**config.mk**
```make
export PLATFORM = sky130hd
export DESIGN_NAME = hazard_unit
export DESIGN_NICKNAME = d
export VERILOG_FILES = /design/src/rtl/core_pkg.sv /design/src/rtl/hazard_unit.sv
export SDC_FILE = /design/constraint.sdc
export NUM_CORES = 1
export LEC_CHECK = 0
export BUFFER_PORTS_ARGS = -buffer_cell sky130_fd_sc_hd__clkbuf_2
export CAP_MARGIN = 20
export CORE_AREA = 2 2 39 41
export DETAILED_ROUTE_END_ITERATION = 16
export DIE_AREA = 0 0 41 43
export GPL_ROUTABILITY_DRIVEN = 0
export PLACE_DENSITY = 0.79
export SLEW_MARGIN = 20
export SYNTH_ARGS = -nofsm -noshare
export SYNTH_HDL_FRONTEND = slang
export SYNTH_SLANG_ARGS = --single-unit
```
**constraint.sdc**
```tcl
create_clock -name vclk -period 3.2
set_input_delay 0.64 -clock vclk [all_inputs]
set_output_delay 0.64 -clock vclk [all_outputs]
set_load 0.005 [all_outputs]
```
**src/rtl/core_pkg.sv**
```systemverilog
`default_nettype none

package core_pkg;

    localparam int xlen = 32;

    localparam logic [3:0] alu_add    = 4'd0;
    localparam logic [3:0] alu_sub    = 4'd1;
    localparam logic [3:0] alu_sll    = 4'd2;
    localparam logic [3:0] alu_slt    = 4'd3;
    localparam logic [3:0] alu_sltu   = 4'd4;
    localparam logic [3:0] alu_xor    = 4'd5;
    localparam logic [3:0] alu_srl    = 4'd6;
    localparam logic [3:0] alu_sra    = 4'd7;
    localparam logic [3:0] alu_or     = 4'd8;
    localparam logic [3:0] alu_and    = 4'd9;
    localparam logic [3:0] alu_pass_b = 4'd10;

    localparam int dmem_words = 256;
    localparam logic [xlen-1:0] io_base = 32'h0001_0000;

    localparam logic [1:0] fwd_none     = 2'd0;
    localparam logic [1:0] fwd_from_mem = 2'd1;
    localparam logic [1:0] fwd_from_wb  = 2'd2;

    localparam logic [1:0] st_idle         = 2'd0;
    localparam logic [1:0] st_wait_ack     = 2'd1;
    localparam logic [1:0] st_wait_release = 2'd2;
    localparam logic [1:0] st_done         = 2'd3;

endpackage

`default_nettype wire

```
**src/rtl/hazard_unit.sv**
```systemverilog
`timescale 1ns/1ns
`default_nettype none

module hazard_unit (
    input  logic [4:0] id_rs1,
    input  logic [4:0] id_rs2,
    input  logic       id_use_rs1,
    input  logic       id_use_rs2,
    input  logic [4:0] ex_rd,
    input  logic       ex_mem_read,
    input  logic       ex_valid,
    input  logic [4:0] mem_rd,
    input  logic       mem_we,
    input  logic [4:0] wb_rd,
    input  logic       wb_we,
    input  logic [4:0] ex_rs1,
    input  logic [4:0] ex_rs2,
    output logic       stall,
    output logic [1:0] fwd_a,
    output logic [1:0] fwd_b
);

    logic load_in_ex;

    assign load_in_ex = ex_valid && ex_mem_read && (ex_rd != 5'd0);

    // load data only exists after MEM, so hold ID one cycle
    assign stall = load_in_ex && ((id_use_rs1 && id_rs1 == ex_rd) ||
                                  (id_use_rs2 && id_rs2 == ex_rd));

    always_comb begin
        fwd_a = core_pkg::fwd_none;
        fwd_b = core_pkg::fwd_none;
        if (mem_we && mem_rd != 5'd0 && mem_rd == ex_rs1) begin
            fwd_a = core_pkg::fwd_from_mem; // youngest result first
        end else if (wb_we && wb_rd != 5'd0 && wb_rd == ex_rs1) begin
            fwd_a = core_pkg::fwd_from_wb;
        end
        if (mem_we && mem_rd != 5'd0 && mem_rd == ex_rs2) begin
            fwd_b = core_pkg::fwd_from_mem;
        end else if (wb_we && wb_rd != 5'd0 && wb_rd == ex_rs2) begin
            fwd_b = core_pkg::fwd_from_wb;
        end
    end

endmodule

`default_nettype wire

```
---- Yosys cells after proc, flatten, opt, wreduce, memory -nomap -nowiden ----
Cells that the tools add are included.
operators by class
  equality and inequality tests ........... 6
  muxes and demuxes ....................... 4
  reductions and logical operators ........ 15
operators with widths
  cell                 count
  5-bit equality test  6
  5-bit nonzero test   3
  1-bit logical AND    11
  2-bit two-way mux    4
  1-bit logical OR     1
storage, ports and cells
  bits in registers ....................... 0
  bits of input ports ..................... 41
  output and inout bits ................... 5
  logic and storage cells ................. 25

---- Depth between registers and ports, before layout ----
  word-level depth ........................ 5
  gate-level depth with buffers ........... 4

---- Least setup slack after synthesis ----
Ideal clock, no wire load.
  path kind ............................... input -> output
  start ................................... input mem_rd[1]
  end ..................................... output fwd_a[1]
  arrival ................................. 1680 ps
  path slack .............................. 880 ps
  cell stages on the path ................. 4
  cell sequence ........................... or4_1 > o21ai_2 > nor4_1 > nor4_2
between the ends
  cells in the longest elaborated chain, start to end .. 4
  elaborated cells on any way between the ends .. 5
  those cells by class .................... eq/ne: 1; mux: 1; reduce/logical: 3
RTL lines
  what                   line               RTL
  start: declaration     hazard_unit.sv:12  input logic [4:0] mem_rd,
  5-bit nonzero test     hazard_unit.sv:34  if (mem_we && mem_rd != 5'd0 && mem_rd == ex_rs1) begin
  1-bit logical AND      hazard_unit.sv:34
  1-bit logical AND (*)  hazard_unit.sv:34
  2-bit two-way mux (*)  hazard_unit.sv:34
  end: declaration       hazard_unit.sv:19  output logic [1:0] fwd_a,
Every way passes the cells marked *; elsewhere a longest branch is shown, timed or not.

---- Final worst setup path ----
Ends and elaborated chain as after synthesis.

==> results.cfg <==
[routing]
first_iter_violations = 0
vias = 549
wire_per_inst_microns = 11.99
wl_microns = 1331
via_per_inst = 4.946
ant_nets = 0
drc = 0
dr.pass1.iters = 1

[critical_path]
worstSetupPathType = in2out
crit_family = simple AND/OR/NAND/NOR gates
crit_arrival_ns = 1.98
cp_cell_sequence = clkbuf_2 -> or4_1 -> o21ai_2 -> nor4_1 -> nor4_2 -> clkbuf_2
crit_top_cell = clkbuf_2
worst_setup_path_end_kind = output port
cp.required_ns = 2.56
critPathMaxFanout = 3
path_buf_inv = 2
cpPeakStageDelay_ns = 0.54
cp_slowest_cell = or4_1
cp-start-kind = input port

[grt]
grt_pass1_wl_microns = 1731
track_usage_pct = 13.89
grt_pass1_vias = 489
grt_max_degree = 4
grt_overflow = 0
antenna_found_initial = 0

[power]
power.total_w = 0.00007558
ir_drop_mv = 0.03891
powerDensity_nw_per_um2 = 116.8
leakagePower_nw = 0.3197

[logic_synthesis]
synth-compound-area-share_pct = 6.625
synthMuxAreaShare_pct = 0
synth_top_area_share_pct = 48.58
synthCells = 49
synth_xor_area_share_pct = 66.25
yosysWarnings = 0
yosys.area_share.adder_pct = 0
ys_types = 10
synth.area.top_cells = xor2_1 49%, xnor2_1 18%, or4_1 9.5%
synth_top_family_by_area = XOR/XNOR gates
syn-mean-instance-area_sq_um = 8.094
syn_nets = 90
synth-simple-area-share_pct = 27.13
synth_top_area_cell = xor2_1
synthesis.area_sq_um = 396.6
seq_area_frac_synth_pct = 0

[final_layout]
antennaDiodeCount = 0
nFillCells = 146
clkbuf_count = 0
drive_above_1_share_pct = 51.58
final_util_pct = 46.75
fin_area_sq_um = 646.9
nets = 138
areaGrowthSynthToFinish_pct = 63.09
regArea_sq_um = 0
seq_cells = 0

[sta]
tns_ns = 0
grt_setup_unrepaired = false
timing.slew.headroom_pct = 67.09
slew_violations = 0
max_freq_ghz = 0.3813
period_minus_slack_ns = 2.622
final_hold_viol_count = 0
finalCritPeriodShare_pct = 81.95
tightest_slew_ns = 0.4892
finalSetupViolations = 0

[flow_run]
cap_violations = 0

[placement]
placed_area_sq_um = 646.9
port_buffers = 46
dpl.hpwl_microns = 1266

[clock_tree]
cts_hold_buf = 0
postCtsSetupRepairBufs = 0
cts_resized = 0

[floorplan]
die_area_sq_um = 1763
rows = 14
start_util_pct = 28.66
pin_count = 46
coreArea_sq_um = 1384
die_h_microns = 43
fp.dieW_microns = 41

[worst_hold_path]
hold_path.class = in2out

[outcome]
outcome = finished, final reports clean
worst min-delay path, delay by kind of cell:
kind                   cells  cell delay (ns)
and+or+nand+nor            1             0.05
AOI/OAI and AO/OA          1             0.06
buffers and inverters      2             0.19
placed cells by master (no fill, tap or decap):
| cell type | netlist | routed |
|---|---|---|
| a21oi_1 | 1 | 1 |
| clkbuf_2 | 0 | 46 |
| nand3_1 | 4 | 4 |
| nor4_1 | 4 | 4 |
| nor4_2 | 2 | 2 |
| o211ai_1 | 1 | 1 |
| o21ai_1 | 1 | 1 |
| o21ai_2 | 1 | 1 |
| or4_1 | 5 | 5 |
| xnor2_1 | 8 | 8 |
| xor2_1 | 22 | 22 |
metrics by stage:
stage               cells  worst slack, ns  hold WS, ns
floorplan              49           0.8795        1.387
global placement      111           0.6350        1.580
CTS                   111           0.5629        1.585
detailed placement    111           0.5630        1.584
global route          111           0.5010        1.601
finish                111           0.5777        1.582
synthesized netlist by cell type:
master and count:
xor2_1 22, xnor2_1 8, nand3_1 4, or4_1 5, o21ai_1 1, a21oi_1 1, o21ai_2 1, o211ai_1 1
nor4_2 2, nor4_1 4
cell families (layout without fill, tap and decap cells):
logic type	Yosys count	after routing
AOI/OAI and AO/OA	4	4
and+or+nand+nor	15	15
xor gates and xnor gates	30	30
buffers and inverters	0	46
routing by layer:
layer  wire (microns)  track usage, %  vias up  share of wire [%]
met3              173           1.047        0                 13
met1              410           10.13      234                 31
met5                0               0        -                  0
met4                0               0        0                  0
met2              747           32.81       42                 56
li1                 -               -      273                  -
where the power goes:
group / internal (W) / switching, W / leakage [nW]
Sequential: 0 / 0 / 0
Clock: 0 / 0 / 0
Combinational: 0.0000398 / 0.0000358 / 0.320
path summary, 6_finish.rpt:
check	startpoint	end	slack [ns]	depth (start not counted)
setup / recovery	mem_rd[1]	fwd_a[1]	0.58	6
hold / removal	id_use_rs1	stall	1.58	4
area by class of cell:
class / instances / area (sq um) / area share [%]
multi-input combinational: 49 / 396.6 / 61.32
tap: 16 / 20.02 / 3.095
timing repair buffer: 46 / 230.2 / 35.59
(Power assumes the default switching activity.)
