==> src/rtl/core_pkg.sv <==
`default_nettype none

package core_pkg;

    localparam int xlen = 32;

    localparam logic [3:0] alu_add    = 4'd0;
    localparam logic [3:0] alu_sub    = 4'd1;
    localparam logic [3:0] alu_sll    = 4'd2;
    localparam logic [3:0] alu_slt    = 4'd3;
    localparam logic [3:0] alu_sltu   = 4'd4;
    localparam logic [3:0] alu_xor    = 4'd5;
    localparam logic [3:0] alu_srl    = 4'd6;
    localparam logic [3:0] alu_sra    = 4'd7;
    localparam logic [3:0] alu_or     = 4'd8;
    localparam logic [3:0] alu_and    = 4'd9;
    localparam logic [3:0] alu_pass_b = 4'd10;

    localparam int dmem_words = 256;
    localparam logic [xlen-1:0] io_base = 32'h0001_0000;

    localparam logic [1:0] fwd_none     = 2'd0;
    localparam logic [1:0] fwd_from_mem = 2'd1;
    localparam logic [1:0] fwd_from_wb  = 2'd2;

    localparam logic [1:0] st_idle         = 2'd0;
    localparam logic [1:0] st_wait_ack     = 2'd1;
    localparam logic [1:0] st_wait_release = 2'd2;
    localparam logic [1:0] st_done         = 2'd3;

endpackage

`default_nettype wire

==> src/rtl/reg_file.sv <==
`timescale 1ns/1ns
`default_nettype none

module reg_file (
    input  logic                        clk,
    input  logic                        rst_n,
    input  logic [4:0]                  rs1,
    input  logic [4:0]                  rs2,
    input  logic [4:0]                  rd,
    input  logic [core_pkg::xlen-1:0]   wdata,
    input  logic                        we,
    output logic [core_pkg::xlen-1:0]   rdata1,
    output logic [core_pkg::xlen-1:0]   rdata2
);

    logic [core_pkg::xlen-1:0] regs [0:31];
    logic                      wr_en;

    assign wr_en = we && (rd != 5'd0); // x0 stays zero

    always_ff @(posedge clk or negedge rst_n) begin
        if (!rst_n) begin
            for (int i = 0; i < 32; i++) begin
                regs[i] <= '0;
            end
        end else if (wr_en) begin
            regs[rd] <= wdata;
        end
    end

    // writeback in the same cycle wins over the stored value
    assign rdata1 = (wr_en && rd == rs1) ? wdata : regs[rs1];
    assign rdata2 = (wr_en && rd == rs2) ? wdata : regs[rs2];

endmodule

`default_nettype wire

==> config.mk <==
export PLATFORM = sky130hd
export DESIGN_NAME = reg_file
export DESIGN_NICKNAME = d
export VERILOG_FILES = /design/src/rtl/core_pkg.sv /design/src/rtl/reg_file.sv
export SDC_FILE = /design/constraint.sdc
export NUM_CORES = 2
export LEC_CHECK = 0
export BUFFER_PORTS_ARGS = -buffer_cell sky130_fd_sc_hd__clkbuf_2
export CELL_PAD_IN_SITES_DETAIL_PLACEMENT = 0
export CELL_PAD_IN_SITES_GLOBAL_PLACEMENT = 1
export CORE_MARGIN = 2
export CORE_UTILIZATION = 49
export CTS_CLUSTER_SIZE = 30
export DETAILED_ROUTE_END_ITERATION = 8
export PLACE_DENSITY = 0.78
export SYNTH_ARGS = -nofsm -noshare
export SYNTH_HDL_FRONTEND = slang
export SYNTH_SLANG_ARGS = --single-unit
==> constraint.sdc <==
create_clock -name clk -period 1.62 [get_ports clk]
set_input_delay 0.081 -clock clk [delete_from_list [all_inputs] [get_ports clk]]
set_output_delay 0.081 -clock clk [all_outputs]
set_load 0.01 [all_outputs]
# --- Word-level counts from Yosys, hierarchy flattened ---
# Cells that the tools add are included.
totals:
  ff_bits: 1024
  latch_bits: 0
  mem_bits_ro: 0
  mem_bits_rw: 0
  elab_cells: 57
  memories: 0
op_classes:
  n_mux: 11
  shifts: 0
  order_cmp: 4
  n_bitwise: 3
  add_sub_neg: 0
  reduce_logical: 5
  n_div: 0
  eq_ne: 2
  n_mul: 0
ops:
  columns: ["cell", "n"]
  rows:
  - ["$bwmux 1024", 1]
  - ["$bmux 32 s5", 2]
  - ["$mux 32", 7]
  - ["$demux 32 s5", 1]
  - ["$ge 6x6->1 const B", 3]
  - ["$not 5->6", 3]
  - ["$eq 5x5->1", 2]
  - ["$lt 6x1->1 const B", 1]
  - ["$reduce_bool 5->1", 1]
  - ["$logic_and 1x1->1", 4]

# --- Logic depth before layout (Yosys ltp) ---
logic_depth:
  depth_word: 6
  mapped_depth: 8
  ltp_nobuf: 5

# --- Worst setup path after synthesis ---
# OpenSTA, ideal clock, no wires.
synth_timing:
  path_kind: "input to output"
  from: "input rs1[0]"
  to: "output rdata1[30] (netlist bit)"
  cell_stages: 7
  path_buffers: 2
  required_ps: 1539
  setup_slack_ps: -163
  arrival_time_ps: 1702
  path_cell_list: "buf_6 > buf_6 > mux4_2 > mux4_2 > nand2_1 > nand3_1 > mux2_2"
synth_between:
  elab_chain_len: 5
synth_lines:
  columns: ["item", "line", "rtl"]
  rows:
  - ["start, declared", "reg_file.sv:7", "input logic [4:0] rs1,"]
  - ["$not 5->6 (not written as such)", "reg_file.sv:32", "assign rdata1 = (wr_en && rd == rs1) ? wdata : regs[rs1];"]
  - ["$bmux 32 s5", "reg_file.sv:32", null]
  - ["$mux 32 (not written as such) (2 in a row)", "reg_file.sv:32", null]
  - ["$mux 32 *", "reg_file.sv:32", null]
  - ["end, declared", "reg_file.sv:12", "output logic [core_pkg::xlen-1:0] rdata1,"]
# Mark *: on every way between the ends. The rest lies on a longest branch, timed or not. The select of a mux whose other input is x is not followed.

# --- Final worst setup path ---
layout_timing:
  from: "register regs[798] (netlist bit)"
  to: "output rdata1[30] (netlist bit)"
layout_between:
  elab_chain_len: 4
layout_lines:
  columns: ["item", "line", "rtl"]
  rows:
  - ["start, declared", "reg_file.sv:16", "logic [core_pkg::xlen-1:0] regs [0:31];"]
  - ["start signal, assigned by index", "reg_file.sv:27", "regs[rd] <= wdata;"]
  - ["$bmux 32 s5", "reg_file.sv:32", null]
  - ["$mux 32 (not written as such) (2 in a row)", "reg_file.sv:32", null]
  - ["$mux 32", "reg_file.sv:32", null]
# No other way between the ends. The select of a mux whose other input is x is not followed.

==> out/qor.yml <==
outcome:
  outcome: "finished with violations"
  violations: "negative setup slack"
power:
  p_per_area_nw_per_um2: 1160
  p_leak_nw: 28.3
  combinationalPowerShare_pct: 21.0
  p_switching_w: 0.0200
  p_int_w: 0.0549
  power_w: 0.0749
  peakVddDrop_mv: 0.932
  seqPwrFrac_pct: 45.4
  p_sw_share_pct: 26.7
  p_clk_share_pct: 33.6
routing:
  drc: 0
  num_vias: 35300
  drtIter0Drc: 3291
  via_per_inst: 6.74
  dr.pass1.iters: 5
  drt-total-wl_um: 168000
  wl_per_cell_um: 32.1
  ant_nets: 0
grt:
  grt_max_degree: 102
  grt_pass1_wl_um: 248000
  antenna_found_initial: 5
  grt_usage_pct: 30.4
  grt-ovfl-total: 0
  grt_pass1_vias: 36500
finish:
  syn_to_final_growth_pct: 21.2
  ff_latch_area_sq_um: 25600
  largest_reg_flops: 1024
  layout.cells.non_filler: 5244
  final_nets: 3791
  layout_common_cells: "1,024 x dfrtp_1, 629 x mux2_2, 511 x mux4_2"
  final_util_pct: 59.7
  layout_commonest_cell: "dfrtp_1"
  largest_register: "regs"
  multi_input_area_sq_um: 27200
  reg.largest.list: "regs: 1024 flops"
  final_area_sq_um: 64800
  drive_gt1_share_pct: 55.3
  fillers: 8023
setup_path:
  worst_ep_required_time_ns: 1.54
  worst-setup-path-type: "reg2out"
  worstPathArrival_ns: 2.75
  start_kind: "flip-flop"
  end_kind: "output port"
  crit_fanout: 3
place:
  post-place-ws_ns: -0.615
  globalplace.congestion: 0.883
  io_buffers: 113
  postPlaceCellArea_sq_um: 60000
  dpl.cell_count: 5014
  place_hpwl_um: 109000
cts:
  htreeDepth: 3
  clockBufferDepth: 3
  root_buffer: "clkbuf_16"
  cts_made_buffers: 108
  tritoncts: "built"
  clock_latency_ns: 0.69
  clk_pin_slew_ns: 0.06
  cts_num_sinks: 1024
timing:
  grt_setup_unrepaired: "yes"
  max_clock_freq_mhz: 353
  slew_headroom_pct: 53.2
  finalMaxSlewViolations: 0
  setup_slack_ns: -1.21
  fin_crit_ns: 2.83
  finalHoldViolCount: 0
  fin_skew_ns: 0
  post-route-period-util_pct: 175
  worstMarginPinSlew_ns: 0.702
  setup_viol: 64
floorplanning:
  die-area_sq_um: 112000
  die_h_um: 334
  initial_core_util_pct: 49.2
  rows: 121
  core_sq_um: 109000
  die_w_um: 334
  ios: 114
synthesis:
  syn-cell-area_sq_um: 53400
  ys_types: 41
  synth_top_area_share_pct: 47.9
  synth_top_area_cell: "dfrtp_1"
  syn_avg_cell_area_sq_um: 15.3
  syn_inst: 3483
  synth_seq_area_share_pct: 47.9
  ys.warnings.count: 0
  synth_area_leaders: "dfrtp_1 48%, mux4_2 22%, mux2_2 13%, mux2_1 7.6%, o22ai_1 2.9%"
  synth_nets: 3533
  ys_ff_latch: 1024
run:
  maxCapViolations: 0
hold_path:
  hp-class: "in2reg"
layer usage:
layer | up-vias | track usage [%] | wire, um
met1 | 19200 | 41.9 | 68200
li1 | 14200 | - | -
met4 | 10 | 13.0 | 6800
met2 | 1549 | 47.5 | 79600
met5 | - | 0 | 74
met3 | 382 | 5.89 | 13500
synthesized netlist by cell type:
cell	number
xor2_1	4
buf_4	36
nor2b_1	3
mux2i_1	6
clkbuf_1	220
dfrtp_1	1024
a32oi_1	1
nand3b_1	7
or4_1	62
nor4_1	1
buf_6	17
a211oi_1	2
or3b_1	2
or3_1	3
nand2_1	83
inv_1	1
buf_2	87
and3b_1	1
a221oi_1	2
o211ai_1	1
a21oi_1	1
mux2_2	630
a21bo_1	1
nor3b_1	4
or2_2	1
nor2_1	22
and2_1	2
and3_1	1
clkbuf_4	1
xnor2_1	6
inv_2	2
nor4_2	1
mux4_2	511
mux2_1	363
o21ai_1	62
nand3_1	10
o22ai_1	248
buf_1	51
nor3_1	1
a221o_1	1
a2111oi_0	1
through the flow:
stage	setup TNS (ns)	hold WS [ns]
after floorplan	-2.52	-0.215
after global placement	-149.18	0.0238
after detailed placement	-148.28	0.0191
after CTS	-47.66	0.0437
after global routing	-48.85	0.131
final	-45.42	0.0800
power by group through the flow:
stage	clock (W)	combinational (W)	sequential [W]
global placement	0	0.0145	0.0338
floorplan	0	0.0110	0.0330
CTS	0.0255	0.0155	0.0338
finish	0.0251	0.0158	0.0340
detailed placement	0	0.0148	0.0342
global route	0.0265	0.0168	0.0345
worst max-delay path, cell delays in order, from the launching register on:
cell and delay, ns:
dfrtp_1 0.39, mux4_2 0.48, mux4_2 0.51, nand2_4 0.10, nand3_4 0.12, mux2_4 0.31, clkbuf_2 0.13
worst paths after layout:
path,startpoint,to,slack (ns),cells past startpoint
hold reg to reg,regs[1018],regs[1018],0.40,0
hold / removal,wdata[27],regs[507],0.08,2
setup / recovery,regs[798],rdata1[30],-1.21,6
setup reg to reg,regs[893],regs[893],0.67,2
max in group asynchronous,rst_n,regs[880],0.44,3
min in group asynchronous,rst_n,regs[983],0.23,3
cell type report:
type / count / area share [%]
clock inverter: 38 / 0.591
clock buffer: 158 / 4.94
tap: 1414 / 2.73
antenna: 3 / 0.0116
inverter: 3 / 0.0174
sequential: 1024 / 39.6
multi-input combinational: 2044 / 41.9
timing repair buffer: 560 / 10.2
timing repair:
item                                    in CTS  in global routing
endpoints found under the setup margin      64                 64
resized for setup                          111                117
hold buffers                                 3                  0
endpoints found under the hold margin     1031                  0
setup buffers                               13                 15
pin swaps                                   66                 47
cell families (layout without fill, tap and decap cells):
kind of cell           after synthesis  after routing  share of synthesized area, %
AND/OR/NAND/NOR                    204            204                          2.07
XOR/XNOR                            10             10                         0.164
multiplexers                      1510           1510                          42.6
AO/OA/AOI/OAI                      320            320                          3.64
flip-flops                        1024           1024                          47.9
buffers and inverters              415            759                          3.62
other                                0              3                             0
Power figures use the tool's default switching activity.
