## src/rtl/core_pkg.sv

```systemverilog
`default_nettype none

package core_pkg;

    localparam int xlen = 32;

    localparam logic [3:0] alu_add    = 4'd0;
    localparam logic [3:0] alu_sub    = 4'd1;
    localparam logic [3:0] alu_sll    = 4'd2;
    localparam logic [3:0] alu_slt    = 4'd3;
    localparam logic [3:0] alu_sltu   = 4'd4;
    localparam logic [3:0] alu_xor    = 4'd5;
    localparam logic [3:0] alu_srl    = 4'd6;
    localparam logic [3:0] alu_sra    = 4'd7;
    localparam logic [3:0] alu_or     = 4'd8;
    localparam logic [3:0] alu_and    = 4'd9;
    localparam logic [3:0] alu_pass_b = 4'd10;

    localparam int dmem_words = 256;
    localparam logic [xlen-1:0] io_base = 32'h0001_0000;

    localparam logic [1:0] fwd_none     = 2'd0;
    localparam logic [1:0] fwd_from_mem = 2'd1;
    localparam logic [1:0] fwd_from_wb  = 2'd2;

    localparam logic [1:0] st_idle         = 2'd0;
    localparam logic [1:0] st_wait_ack     = 2'd1;
    localparam logic [1:0] st_wait_release = 2'd2;
    localparam logic [1:0] st_done         = 2'd3;

endpackage

`default_nettype wire

```

## src/rtl/rv_isa_pkg.sv

```systemverilog
`default_nettype none

package rv_isa_pkg;

    localparam logic [6:0] op_lui    = 7'b0110111;
    localparam logic [6:0] op_auipc  = 7'b0010111;
    localparam logic [6:0] op_jal    = 7'b1101111;
    localparam logic [6:0] op_jalr   = 7'b1100111;
    localparam logic [6:0] op_branch = 7'b1100011;
    localparam logic [6:0] op_load   = 7'b0000011;
    localparam logic [6:0] op_store  = 7'b0100011;
    localparam logic [6:0] op_opimm  = 7'b0010011;
    localparam logic [6:0] op_op     = 7'b0110011;

    localparam logic [2:0] beq  = 3'b000;
    localparam logic [2:0] bne  = 3'b001;
    localparam logic [2:0] blt  = 3'b100;
    localparam logic [2:0] bge  = 3'b101;
    localparam logic [2:0] bltu = 3'b110;
    localparam logic [2:0] bgeu = 3'b111;

    localparam logic [2:0] f3_add_sub = 3'b000;
    localparam logic [2:0] f3_sll     = 3'b001;
    localparam logic [2:0] f3_slt     = 3'b010;
    localparam logic [2:0] f3_sltu    = 3'b011;
    localparam logic [2:0] f3_xor     = 3'b100;
    localparam logic [2:0] f3_srl_sra = 3'b101;
    localparam logic [2:0] f3_or      = 3'b110;
    localparam logic [2:0] f3_and     = 3'b111;

    typedef union packed {
        struct packed {
            logic [6:0] funct7;
            logic [4:0] rs2;
            logic [4:0] rs1;
            logic [2:0] funct3;
            logic [4:0] rd;
            logic [6:0] opcode;
        } r_fmt; // also the I layout
        struct packed {
            logic [6:0] imm_hi;
            logic [4:0] rs2;
            logic [4:0] rs1;
            logic [2:0] funct3;
            logic [4:0] imm_lo;
            logic [6:0] opcode;
        } s_fmt; // S, B, U and J share this split
    } inst_u;

endpackage

`default_nettype wire
```

## src/rtl/inst_decode.sv

```systemverilog
`timescale 1ns/1ns
`default_nettype none

module inst_decode (
    input  rv_isa_pkg::inst_u           inst,
    output logic                        reg_write,
    output logic                        use_imm,
    output logic                        mem_read,
    output logic                        mem_write,
    output logic                        branch,
    output logic                        jump,
    output logic                        jalr,
    output logic                        auipc,
    output logic                        lui,
    output logic                        use_rs1,
    output logic                        use_rs2,
    output logic [core_pkg::xlen-1:0]   imm
);

    logic [core_pkg::xlen-1:0] imm_i;
    logic [core_pkg::xlen-1:0] imm_s;
    logic [core_pkg::xlen-1:0] imm_b;
    logic [core_pkg::xlen-1:0] imm_u;
    logic [core_pkg::xlen-1:0] imm_j;

    assign imm_i = {{20{inst.r_fmt.funct7[6]}}, inst.r_fmt.funct7, inst.r_fmt.rs2};
    assign imm_s = {{20{inst.s_fmt.imm_hi[6]}}, inst.s_fmt.imm_hi, inst.s_fmt.imm_lo};
    assign imm_b = {{20{inst.s_fmt.imm_hi[6]}}, inst.s_fmt.imm_lo[0],
                    inst.s_fmt.imm_hi[5:0], inst.s_fmt.imm_lo[4:1], 1'b0};
    assign imm_u = {inst.s_fmt.imm_hi, inst.s_fmt.rs2, inst.s_fmt.rs1,
                    inst.s_fmt.funct3, 12'b0};
    assign imm_j = {{12{inst.s_fmt.imm_hi[6]}}, inst.s_fmt.rs1, inst.s_fmt.funct3,
                    inst.s_fmt.rs2[0], inst.s_fmt.imm_hi[5:0], inst.s_fmt.rs2[4:1], 1'b0};

    always_comb begin
        reg_write = 1'b0;
        use_imm   = 1'b0;
        mem_read  = 1'b0;
        mem_write = 1'b0;
        branch    = 1'b0;
        jump      = 1'b0;
        jalr      = 1'b0;
        auipc     = 1'b0;
        lui       = 1'b0;
        use_rs1   = 1'b0;
        use_rs2   = 1'b0;
        imm       = imm_i;
        case (inst.r_fmt.opcode)
            rv_isa_pkg::op_lui: begin
                {reg_write, use_imm, lui} = 3'b111;
                imm = imm_u;
            end
            rv_isa_pkg::op_auipc: begin
                {reg_write, use_imm, auipc} = 3'b111;
                imm = imm_u;
            end
            rv_isa_pkg::op_jal: begin
                {reg_write, jump} = 2'b11;
                imm = imm_j;
            end
            rv_isa_pkg::op_jalr: begin
                {reg_write, use_imm, jump, jalr, use_rs1} = 5'b11111;
            end
            rv_isa_pkg::op_branch: begin
                {branch, use_rs1, use_rs2} = 3'b111;
                imm = imm_b;
            end
            rv_isa_pkg::op_load: {reg_write, use_imm, mem_read, use_rs1} = 4'b1111;
            rv_isa_pkg::op_store: begin
                {use_imm, mem_write, use_rs1, use_rs2} = 4'b1111;
                imm = imm_s;
            end
            rv_isa_pkg::op_opimm: {reg_write, use_imm, use_rs1} = 3'b111;
            rv_isa_pkg::op_op: {reg_write, use_rs1, use_rs2} = 3'b111;
            default: imm = imm_i; // unknown opcode acts as a nop
        endcase
    end

endmodule

`default_nettype wire

```

## config.mk

```make
export PLATFORM = sky130hd
export DESIGN_NAME = inst_decode
export DESIGN_NICKNAME = d
export VERILOG_FILES = /design/src/rtl/core_pkg.sv /design/src/rtl/rv_isa_pkg.sv /design/src/rtl/inst_decode.sv
export SDC_FILE = /design/constraint.sdc
export NUM_CORES = 1
export LEC_CHECK = 0
export ABC_CLOCK_PERIOD_IN_PS = 2210
export BUFFER_PORTS_ARGS = -buffer_cell sky130_fd_sc_hd__buf_2
export CAP_MARGIN = 0
export CORE_ASPECT_RATIO = 0.75
export CORE_UTILIZATION = 34
export DETAILED_ROUTE_END_ITERATION = 8
export GPL_TIMING_DRIVEN = 0
export PLACE_DENSITY = 0.84
export REMOVE_ABC_BUFFERS = 1
export SYNTH_ARGS = -nofsm -noshare
export SYNTH_HDL_FRONTEND = slang
export SYNTH_SLANG_ARGS = --single-unit
```

## constraint.sdc

```tcl
create_clock -name vclk -period 2.21
set_input_delay 0.442 -clock vclk [all_inputs]
set_output_delay 0.442 -clock vclk [all_outputs]
set_load 0.01 [all_outputs]
```

# Yosys cells after proc, flatten, opt, wreduce, memory -nomap -nowiden
# Index checks and enable logic that the tools add are counted.
# op_classes
n_lt_le_gt_ge,0
mul,0
reduce_logical,6
div_mod_pow,0
n_bitwise,0
add_sub_neg,0
mux,12
n_eq_ne,9
n_shift,0
# op_table
cell,n
$pmux W31 S4,1
$eq A7 B6 Y1 const B,3
$eq A7 B7 Y1 const B,3
$eq A7 B5 Y1 const B,2
$reduce_or A6 Y1,2
$mux W1,11
$eq A7 B2 Y1 const B,1
$reduce_or A7 Y1,1
$reduce_or A2 Y1,2
$reduce_or A3 Y1,1
# word_totals
ram_bits,0
reg_bits,0
elab_cells,27
romBits,0
input_bits,32
mem_count,0
latchBits,0
out_inout_bits,43

# Longest topological paths before layout
# logic_depth
ltp_word,3
ltp_mapped,6
depth_no_buf,3

# Worst setup path before layout
# OpenSTA, ideal clock, no wires.
# synth_path
kind,in2out
start,in inst[6] (netlist bit)
end,out imm[12] (netlist bit)
path_buffers,1
slack_ns,0.155
t_required_ns,1.768
stages,4
arrival_time_ns,1.613
cell_sequence,buf_6 or3b_4 a21oi_4 mux2_2
# synth_between
elab_chain_len,3
word_cells_on_any_way,7
classes_between,eq/ne: 5; mux: 1; reduce/logical: 1
# synth_lines
item,line,text
from (decl),inst_decode.sv:5,"input rv_isa_pkg::inst_u inst,"
$eq A7 B5 Y1 / $eq A7 B6 Y1 (equally long branches),inst_decode.sv:48,case (inst.r_fmt.opcode)
$reduce_or A2 Y1 (no source line),--,
$pmux W31 S4 *,inst_decode.sv:48,
to (decl),inst_decode.sv:17,output logic [core_pkg::xlen-1:0] imm
# Every way passes the cells marked *; elsewhere a longest branch is shown, timed or not.

# Final worst setup path
# layout_path
start,in inst[6] (netlist bit)
end,out imm[16] (netlist bit)
# Same word-level chain as after synthesis.

==> impl_metrics.tcl <==
set metrics [dict create \
    clock.fmax_ghz 0.456 \
    io_buffers 75 \
    grt_max_degree 19 \
    n_clock_buffer 0 \
    overflow 0 \
    fin_crit_ns 2.19 \
    fp-row-count 12 \
    status "completed" \
    grt_usage 0.194 \
    drc 0 \
    drive_above_1_share 0.614 \
    totalWireLength_um 2150 \
    whs_ns 1.18 \
    ys_warn_count 0 \
    dpl_worst_slack_ns -0.123 \
    peakVddDrop_uv 99.1 \
    avgSynthCellArea_sq_um 6.94 \
    vias 885 \
    yosysTopAreaCell "mux2_2" \
    antenna_left 0 \
    yosysMostFrequentCell "a21o_1" \
    routedWlPerCell_um 12.3 \
    first_pass_iters 4 \
    ys_top_cells_by_count "a21o_1 (11), nor2b_1 (10), mux2_2 (8), nor2_1 (8)" \
    worst_setup_path_start_kind "primary input" \
    max-slew-margin-rel 0.676 \
    yosysUniqueCellTypes 32 \
    seq_cells 0 \
    diodes 0 \
    vias_per_cell 5.09 \
    nets 187 \
    slew_violations 0 \
    setup_viol 0 \
    post-dp-hpwl_um 1710 \
    die_area_sq_um 1930 \
    drtIter0Drc 9 \
    worst_slack_ns 0.0191 \
    grt_pass1_vias 691 \
    synth_cells 86 \
    yosysSeqAreaShare 0 \
    antenna_found_initial 0 \
    initial_utilization 0.382 \
    arrival_ns 1.75 \
    powerDensity_nw_per_um2 167 \
    regArea_sq_um 0 \
    pin_count 75 \
    period_share 0.991 \
    multiInputGateArea_sq_um 548 \
    critPathKind "in -> out" \
    syn2layout_area_growth_pct 62.1 \
    netlist.area_leader.share 0.151 \
    tightest_slew_ns 0.486 \
    worstPathMaxFanout 9 \
    fp.dieH_um 38.3 \
    synthTopCellsByArea "mux2_2 (15%), a21o_1 (14%), nor2b_1 (10%)" \
    gp_congestion 0.848 \
    rsz0062_at_grt "yes" \
    grt_pass1_wl_um 2930 \
    hold_buffers 0 \
    nFillCells 147 \
    syn-cell-area_sq_um 597 \
    hold_class "in -> out" \
    endpoint_kind "output pin" \
    critPathRequiredTime_ns 1.77 \
    max-cap-violations 0 \
    core_region_area_sq_um 1560 \
    p_leak_nw 0.570 \
    hold_viol 0 \
    chipWidth_um 50.4 \
]
## stage by stage
step           std cells  setup TNS [ns]   util  total power, W  instance area [sq um]
6_report             174               0  0.619        0.000161                    967
5_1_grt              174          -0.112  0.619        0.000174                    967
4_1_cts              174               0  0.616        0.000160                    962
3_5_place_dp         172           -1.08  0.601        0.000157                    938
3_3_place_gp         172          -0.510  0.601        0.000152                    938
2_1_floorplan         76               0      -       0.0000745                    537
## cell type report
| class | count | area share |
|---|---|---|
| well taps | 21 | 0.0272 |
| inverters | 2 | 0.00776 |
| repair buffers | 76 | 0.398 |
| multi-input cells | 75 | 0.567 |
## report_power, final
part | internal [W] | switching (W) | total (W) | leakage, nW
sequential | 0 | 0 | 0 | 0
combinational | 0.0000779 | 0.0000834 | 0.000161 | 0.570
clock | 0 | 0 | 0 | 0
total | 0.0000779 | 0.0000834 | 0.000161 | 0.570
## placed cells by master (no fill, tap or decap), types with 2 or more instances in the layout
master / count
and3_1: 3
nor2b_1: 10
a22o_1: 4
nand4_1: 2
a21oi_2: 2
nand2_1: 4
buf_2: 74
mux2_2: 8
nor3b_1: 2
a21oi_1: 2
nor2_1: 8
a21o_1: 11
o21ai_0: 2
and3b_2: 2
inv_1: 2
buf_4: 2
## worst paths after layout
check                 from       to  slack [ns]  cells past startpoint
setup / recovery   inst[6]  imm[16]        0.02                      5
hold / removal    inst[27]  imm[27]        1.18                      3
## worst max-delay path, cell delays in order
cell and delay (ns):
buf_2 0.15, or3b_4 0.43, a21oi_2 0.23, mux2_2 0.35, buf_2 0.14
## timing repair
item | CTS | global route
setup endpoints to repair | 20 | 11
gates cloned | 1 | 0
pin swaps | 1 | 0
resized for setup | 3 | 1
setup buffers | 1 | 0
## logic make-up (layout without fill, tap and decap cells)
kind of cell,Yosys count,after routing,synth area share
buf+inv,12,78,0.113
compound gates,25,26,0.325
simple gates,41,41,0.411
mux,8,8,0.151
## routing by layer
| layer | GRT usage | routed length [um] | share of wire |
|---|---|---|---|
| met2 | 0.407 | 1130 | 0.53 |
| met5 | 0 | 0 | 0 |
| met1 | 0.229 | 877 | 0.41 |
| met4 | 0 | 0 | 0 |
| met3 | 0.0159 | 133 | 0.062 |
No activity file was read; power rests on OpenSTA's default activity.
