File: config.mk
export PLATFORM = sky130hd
export DESIGN_NAME = alu
export DESIGN_NICKNAME = d
export VERILOG_FILES = /design/src/rtl/core_pkg.sv /design/src/rtl/rv_isa_pkg.sv /design/src/rtl/alu.sv
export SDC_FILE = /design/constraint.sdc
export NUM_CORES = 1
export LEC_CHECK = 0
export ABC_CLOCK_PERIOD_IN_PS = 11400
export BUFFER_PORTS_ARGS = -buffer_cell sky130_fd_sc_hd__buf_2
export CAP_MARGIN = 30
export CELL_PAD_IN_SITES_DETAIL_PLACEMENT = 0
export CELL_PAD_IN_SITES_GLOBAL_PLACEMENT = 1
export CORE_ASPECT_RATIO = 0.5
export CORE_MARGIN = 5
export CORE_UTILIZATION = 45
export DETAILED_ROUTE_END_ITERATION = 8
export PLACE_DENSITY_LB_ADDON = 0.08
export SYNTH_ARGS = -nofsm -noshare
export SYNTH_HDL_FRONTEND = slang
export SYNTH_SLANG_ARGS = --single-unit
File: constraint.sdc
create_clock -name vclk -period 11.4
set_clock_uncertainty 0.05 [all_clocks]
set_input_delay 0.57 -clock vclk [all_inputs]
set_output_delay 0.57 -clock vclk [all_outputs]
set_load 0.02 [all_outputs]
File: src/rtl/core_pkg.sv
`default_nettype none

package core_pkg;

    localparam int xlen = 32;

    localparam logic [3:0] alu_add    = 4'd0;
    localparam logic [3:0] alu_sub    = 4'd1;
    localparam logic [3:0] alu_sll    = 4'd2;
    localparam logic [3:0] alu_slt    = 4'd3;
    localparam logic [3:0] alu_sltu   = 4'd4;
    localparam logic [3:0] alu_xor    = 4'd5;
    localparam logic [3:0] alu_srl    = 4'd6;
    localparam logic [3:0] alu_sra    = 4'd7;
    localparam logic [3:0] alu_or     = 4'd8;
    localparam logic [3:0] alu_and    = 4'd9;
    localparam logic [3:0] alu_pass_b = 4'd10;

    localparam int dmem_words = 256;
    localparam logic [xlen-1:0] io_base = 32'h0001_0000;

    localparam logic [1:0] fwd_none     = 2'd0;
    localparam logic [1:0] fwd_from_mem = 2'd1;
    localparam logic [1:0] fwd_from_wb  = 2'd2;

    localparam logic [1:0] st_idle         = 2'd0;
    localparam logic [1:0] st_wait_ack     = 2'd1;
    localparam logic [1:0] st_wait_release = 2'd2;
    localparam logic [1:0] st_done         = 2'd3;

endpackage

`default_nettype wire

File: src/rtl/rv_isa_pkg.sv
`default_nettype none

package rv_isa_pkg;

    localparam logic [6:0] op_lui    = 7'b0110111;
    localparam logic [6:0] op_auipc  = 7'b0010111;
    localparam logic [6:0] op_jal    = 7'b1101111;
    localparam logic [6:0] op_jalr   = 7'b1100111;
    localparam logic [6:0] op_branch = 7'b1100011;
    localparam logic [6:0] op_load   = 7'b0000011;
    localparam logic [6:0] op_store  = 7'b0100011;
    localparam logic [6:0] op_opimm  = 7'b0010011;
    localparam logic [6:0] op_op     = 7'b0110011;

    localparam logic [2:0] beq  = 3'b000;
    localparam logic [2:0] bne  = 3'b001;
    localparam logic [2:0] blt  = 3'b100;
    localparam logic [2:0] bge  = 3'b101;
    localparam logic [2:0] bltu = 3'b110;
    localparam logic [2:0] bgeu = 3'b111;

    localparam logic [2:0] f3_add_sub = 3'b000;
    localparam logic [2:0] f3_sll     = 3'b001;
    localparam logic [2:0] f3_slt     = 3'b010;
    localparam logic [2:0] f3_sltu    = 3'b011;
    localparam logic [2:0] f3_xor     = 3'b100;
    localparam logic [2:0] f3_srl_sra = 3'b101;
    localparam logic [2:0] f3_or      = 3'b110;
    localparam logic [2:0] f3_and     = 3'b111;

    typedef union packed {
        struct packed {
            logic [6:0] funct7;
            logic [4:0] rs2;
            logic [4:0] rs1;
            logic [2:0] funct3;
            logic [4:0] rd;
            logic [6:0] opcode;
        } r_fmt; // also the I layout
        struct packed {
            logic [6:0] imm_hi;
            logic [4:0] rs2;
            logic [4:0] rs1;
            logic [2:0] funct3;
            logic [4:0] imm_lo;
            logic [6:0] opcode;
        } s_fmt; // S, B, U and J share this split
    } inst_u;

endpackage

`default_nettype wire
File: src/rtl/alu.sv
`timescale 1ns/1ns
`default_nettype none

module alu (
    input  logic [core_pkg::xlen-1:0]   a,
    input  logic [core_pkg::xlen-1:0]   b,
    input  logic [2:0]                  funct3,
    input  logic                        funct7_5,
    input  logic                        is_op,
    input  logic                        alu_sel_b,
    output logic [core_pkg::xlen-1:0]   result,
    output logic                        taken
);

    logic [3:0] op;
    logic [4:0] shamt;

    assign shamt = b[4:0];

    always_comb begin
        case (funct3)
            rv_isa_pkg::f3_add_sub: op = (is_op && funct7_5) ? core_pkg::alu_sub : core_pkg::alu_add;
            rv_isa_pkg::f3_sll:     op = core_pkg::alu_sll;
            rv_isa_pkg::f3_slt:     op = core_pkg::alu_slt;
            rv_isa_pkg::f3_sltu:    op = core_pkg::alu_sltu;
            rv_isa_pkg::f3_xor:     op = core_pkg::alu_xor;
            rv_isa_pkg::f3_srl_sra: op = funct7_5 ? core_pkg::alu_sra : core_pkg::alu_srl;
            rv_isa_pkg::f3_or:      op = core_pkg::alu_or;
            default:                op = core_pkg::alu_and;
        endcase
        if (alu_sel_b) op = core_pkg::alu_pass_b; // lui
    end

    always_comb begin
        case (op)
            core_pkg::alu_add:  result = a + b;
            core_pkg::alu_sub:  result = a - b;
            core_pkg::alu_sll:  result = a << shamt;
            core_pkg::alu_slt:  result = {31'b0, $signed(a) < $signed(b)};
            core_pkg::alu_sltu: result = {31'b0, a < b};
            core_pkg::alu_xor:  result = a ^ b;
            core_pkg::alu_srl:  result = a >> shamt;
            core_pkg::alu_sra:  result = $unsigned($signed(a) >>> shamt);
            core_pkg::alu_or:   result = a | b;
            core_pkg::alu_and:  result = a & b;
            default:            result = b;
        endcase
    end

    always_comb begin
        case (funct3)
            rv_isa_pkg::beq:  taken = (a == b);
            rv_isa_pkg::bne:  taken = (a != b);
            rv_isa_pkg::blt:  taken = ($signed(a) < $signed(b));
            rv_isa_pkg::bge:  taken = ($signed(a) >= $signed(b));
            rv_isa_pkg::bltu: taken = (a < b);
            rv_isa_pkg::bgeu: taken = (a >= b);
            default:          taken = 1'b0;
        endcase
    end

endmodule

`default_nettype wire

Word-level counts from Yosys, hierarchy flattened
Index checks and enable logic that the tools add are counted.
{"block": "classes", "muxes": 6, "n_bitwise": 3, "shifts": 3, "n_reduce_logical": 3, "n_eq_ne": 18, "addsub": 2, "n_lt_le_gt_ge": 4}
{"cell": "one-hot mux 32 bit (10 select lines)", "count": 1}
{"cell": "greater-or-equal comparator 32 bit", "count": 2}
{"cell": "< comparator 32 bit", "count": 2}
{"cell": "adder 32 bit", "count": 1}
{"cell": "bitwise AND 32 bit", "count": 1}
{"cell": "equality test 32 bit", "count": 1}
{"cell": "!= test 32 bit", "count": 1}
{"cell": "OR 32 bit", "count": 1}
{"cell": "left shift 32 x 5 -> 32 bit", "count": 1}
{"cell": ">> shifter 32 x 5 -> 32 bit", "count": 1}
{"cell": ">>> shifter 32 x 5 -> 32 bit", "count": 1}
{"cell": "subtractor 32 bit", "count": 1}
{"cell": "XOR 32 bit", "count": 1}
{"cell": "one-hot mux 4 bit (7 select lines)", "count": 1}
{"cell": "equality test 4 x 3 -> 1 bit, second input constant", "count": 4}
{"cell": "equality test 3 bit, second input constant", "count": 4}
{"cell": "equality test 4 x 2 -> 1 bit, second input constant", "count": 2}
{"cell": "equality test 4 bit, second input constant", "count": 2}
{"cell": "equality test 3 x 2 -> 1 bit, second input constant", "count": 2}
{"cell": "one-hot mux 1 bit (6 select lines)", "count": 1}
{"cell": "equality test 4 x 1 -> 1 bit, second input constant", "count": 1}
{"cell": "logical NOT 4 bit", "count": 1}
{"cell": "two-way mux 4 bit", "count": 1}
{"cell": "equality test 3 x 1 -> 1 bit, second input constant", "count": 1}
{"cell": "other kinds (3)", "count": 4}
{"block": "totals", "register_bits": 0, "input_bits": 70, "out_inout_bits": 33, "word_cells": 39}

Logic depth before layout (Yosys ltp)
{"block": "depth", "depth_word": 6, "mapped_depth": 15, "mapped_depth_nobuf": 12}

Worst setup path after synthesis
No wires, ideal clock.
{"block": "synth_path", "path_kind": "input to output", "start": "input b[2] (netlist bit)", "end": "output result[24] (netlist bit)", "slack_ns": 6.721, "required_time_ns": 10.780, "cell_stages": 15, "arrival_time_ns": 4.059, "path_buffers": 4, "path_cell_list": "inv_1 > buf_2 > buf_1 > clkbuf_1 > ha_1 > buf_2 > nor2b_1 > o31ai_2 > a211oi_1 > or4b_4 > a41oi_1 > xnor2_1 > nor2_1 > a311o_1 > a22oi_2"}
{"block": "synth_via", "elab_chain_len": 2, "word_cells_on_any_way": 6, "classes_between": "add/sub: 2; shift: 3; mux: 1"}
{"element": "start: declaration", "line": "alu.sv:6", "text": "input logic [core_pkg::xlen-1:0] b,"}
{"element": "subtractor 32 bit (tied with other cells)", "line": "alu.sv:37", "text": "core_pkg::alu_sub: result = a - b;"}
{"element": "one-hot mux 32 bit (10 select lines) (*)", "line": "alu.sv:35", "text": "case (op)"}
{"element": "end: declaration", "line": "alu.sv:11", "text": "output logic [core_pkg::xlen-1:0] result,"}
Every way passes the cells marked *; elsewhere a longest branch is shown, timed or not.

Worst setup path after layout
{"block": "layout_path", "start": "input b[4] (netlist bit)", "end": "output result[27] (netlist bit)"}
Same word-level chain as after synthesis.

==> results.md <==
- CP Launch Type: input pin
- Worst hold path type: in -> out
- Vias per cell: 7.00
- I/O Pins: 103
- GRT Util Overall: 0.366
- Max-slew headroom: 0.284
- Vias in the first global route: approximately 11,000
- Critical path capture point type: output pin
- Overall die height: roughly 110 um
- Setup TNS: 0 ns
- I/O Buffers: 103
- DRC viols: 0
- Final nets: 1,590
- Postcts setup bufs: 0
- 1st-iter DRT viols: 1,911
- Synthesis warning total: 0
- Syn Area/Cell: 6.84 um^2
- Crit Path Class: in -> out
- Final hold viol count: 0
- Fmax: about 180 MHz
- CTS Hold Bufs: 0
- Sequential Area: 0 um^2
- Synth-to-layout area growth: 4.23%
- GRT Residual Overflow: 0
- Final HPWL DP: around 38 mm
- Final WL: about 48 mm
- Mapped Cells: roughly 1,400
- CP startpoint: b[4]
- Routed length per instance: 28.4 um
- Req. time, crit path: 10.78 ns
- # clk buffers: 0
- Max Slew Vio Count: 0
- Post-route ant nets: 0
- Worst Setup EP: result[27]
- Layout cells sized above 1: 0.159
- FFs & Latches: 0
- Die X-Extent: 217 um
- Filler cells: between 2,000 and 2,500
- Post-synthesis cell area: roughly 9700 um^2
- Register area share after synthesis: 0
- Core Util, Final: 0.483
- Final setup vio count: 0
- Syn nets: 1,580
- Unique masters post-synth: 98
- Initial antenna violation count: 6
- First-pass GRT wire length: 69.5 mm
- Min cycle time layout: 5.41 ns
- Largest net degree at the start of global routing: 77
- RSZ-0062 raised after global routing: no
- Worst Tran Pin Value: approximately 1.1 ns
- Final Cycle Share: 0.474
- Initial Utilization: 0.463
- Crit path DAT: 4.79 ns
- Max_cap viols: 0
- Core area: 20,800 um^2
- Multi-input gate area: 8730 um^2
- CP Max Fanout: 62
- GPL Wtd Cong: slightly above 1
- CTS resizes: 0
- Status: complete, no violations
- DR vias: 11,843
- DR pass1 iterations: 6
- Rows: 37
- DIE AREA: 24,700 um^2
layer usage:
layer / share of wire / global-route usage
met5: 0.0012 / 0
met4: 0.016 / 0.0488
met3: 0.16 / 0.173
met2: 0.38 / 0.491
met1: 0.44 / 0.538
layout by cell type (no fill, tap or decap), drive strengths merged, types with 6 or more instances in the layout:
cell | synthesis | routed
a2111oi | 8 | 8
a211oi | 28 | 28
a21o | 19 | 19
a21oi | 120 | 120
a221oi | 19 | 19
a22oi | 20 | 20
a31oi | 20 | 20
a32oi | 7 | 7
and2 | 10 | 10
and3 | 8 | 8
buf | 55 | 120
ha | 98 | 98
inv | 90 | 90
mux2 | 19 | 19
mux2i | 72 | 72
mux4 | 36 | 36
nand2 | 161 | 161
nand2b | 15 | 15
nand3 | 27 | 27
nor2 | 153 | 153
nor2b | 13 | 13
nor3 | 33 | 33
nor4 | 10 | 10
o2111ai | 7 | 7
o211ai | 34 | 34
o21a | 6 | 6
o21ai | 109 | 109
o21bai | 11 | 11
o22ai | 15 | 15
o311ai | 7 | 7
o31ai | 18 | 18
or3 | 6 | 6
xnor2 | 24 | 24
Yosys cell counts (all sizes together) (27+ instances only):
master,count,area [um^2]
buf,55,354
nand2,161,604
o21ai,109,549
ha,98,1230
a211oi,28,225
nor3,33,170
inv,90,338
clkbuf,57,234
mux4,36,811
nor2,153,579
a21oi,120,612
mux2i,72,724
nand3,27,135
o211ai,34,255
through the flow:
| step | instance area [um^2] | instances | worst slack [ns] | hold WS [ns] |
|---|---|---|---|---|
| floorplan | 9650 | 1410 | 6.72 | 1.29 |
| global placement | 10000 | 1690 | 6.20 | 1.49 |
| detailed placement | 10000 | 1690 | 6.13 | 1.49 |
| CTS | 10000 | 1690 | 6.11 | 1.49 |
| global route | 10100 | 1691 | 5.79 | 1.53 |
| finish | 10100 | 1692 | 5.99 | 1.50 |
worst min path at each step:
stage,start,end,cells past startpoint
after global routing,b[29],result[29],4
after global placement,b[11],result[11],4
after detailed placement,b[29],result[29],4
after CTS,b[29],result[29],4
after floorplan,b[10],result[10],2
final,b[8],result[8],4
critical path: stages:
cell and delay (ns):
buf_2 0.07, buf_4 0.48, clkinv_1 0.68, ha_1 0.77, nand3_1 0.13, a21oi_1 0.25, o2111ai_1 0.23, a31o_2 0.34
o32a_4 0.36, nand2b_2 0.09, a31oi_1 0.09, and3_1 0.22, o32a_1 0.29, buf_2 0.16
cell type report:
cell class         count  area share
multi-input cells   1207       0.868
repair buffers       120      0.0642
inverters             91      0.0340
well taps            273      0.0340
diodes                 1    0.000249
logic make-up after synthesis:
logic type               count (synthesis)  synth area share
AO/OA/AOI/OAI                          495             0.351
XOR/XNOR                                29            0.0263
adder cells (fa/ha/maj)                100             0.131
buffers and inverters                  203            0.0963
multiplexers                           127             0.182
AND/OR/NAND/NOR                        456             0.214
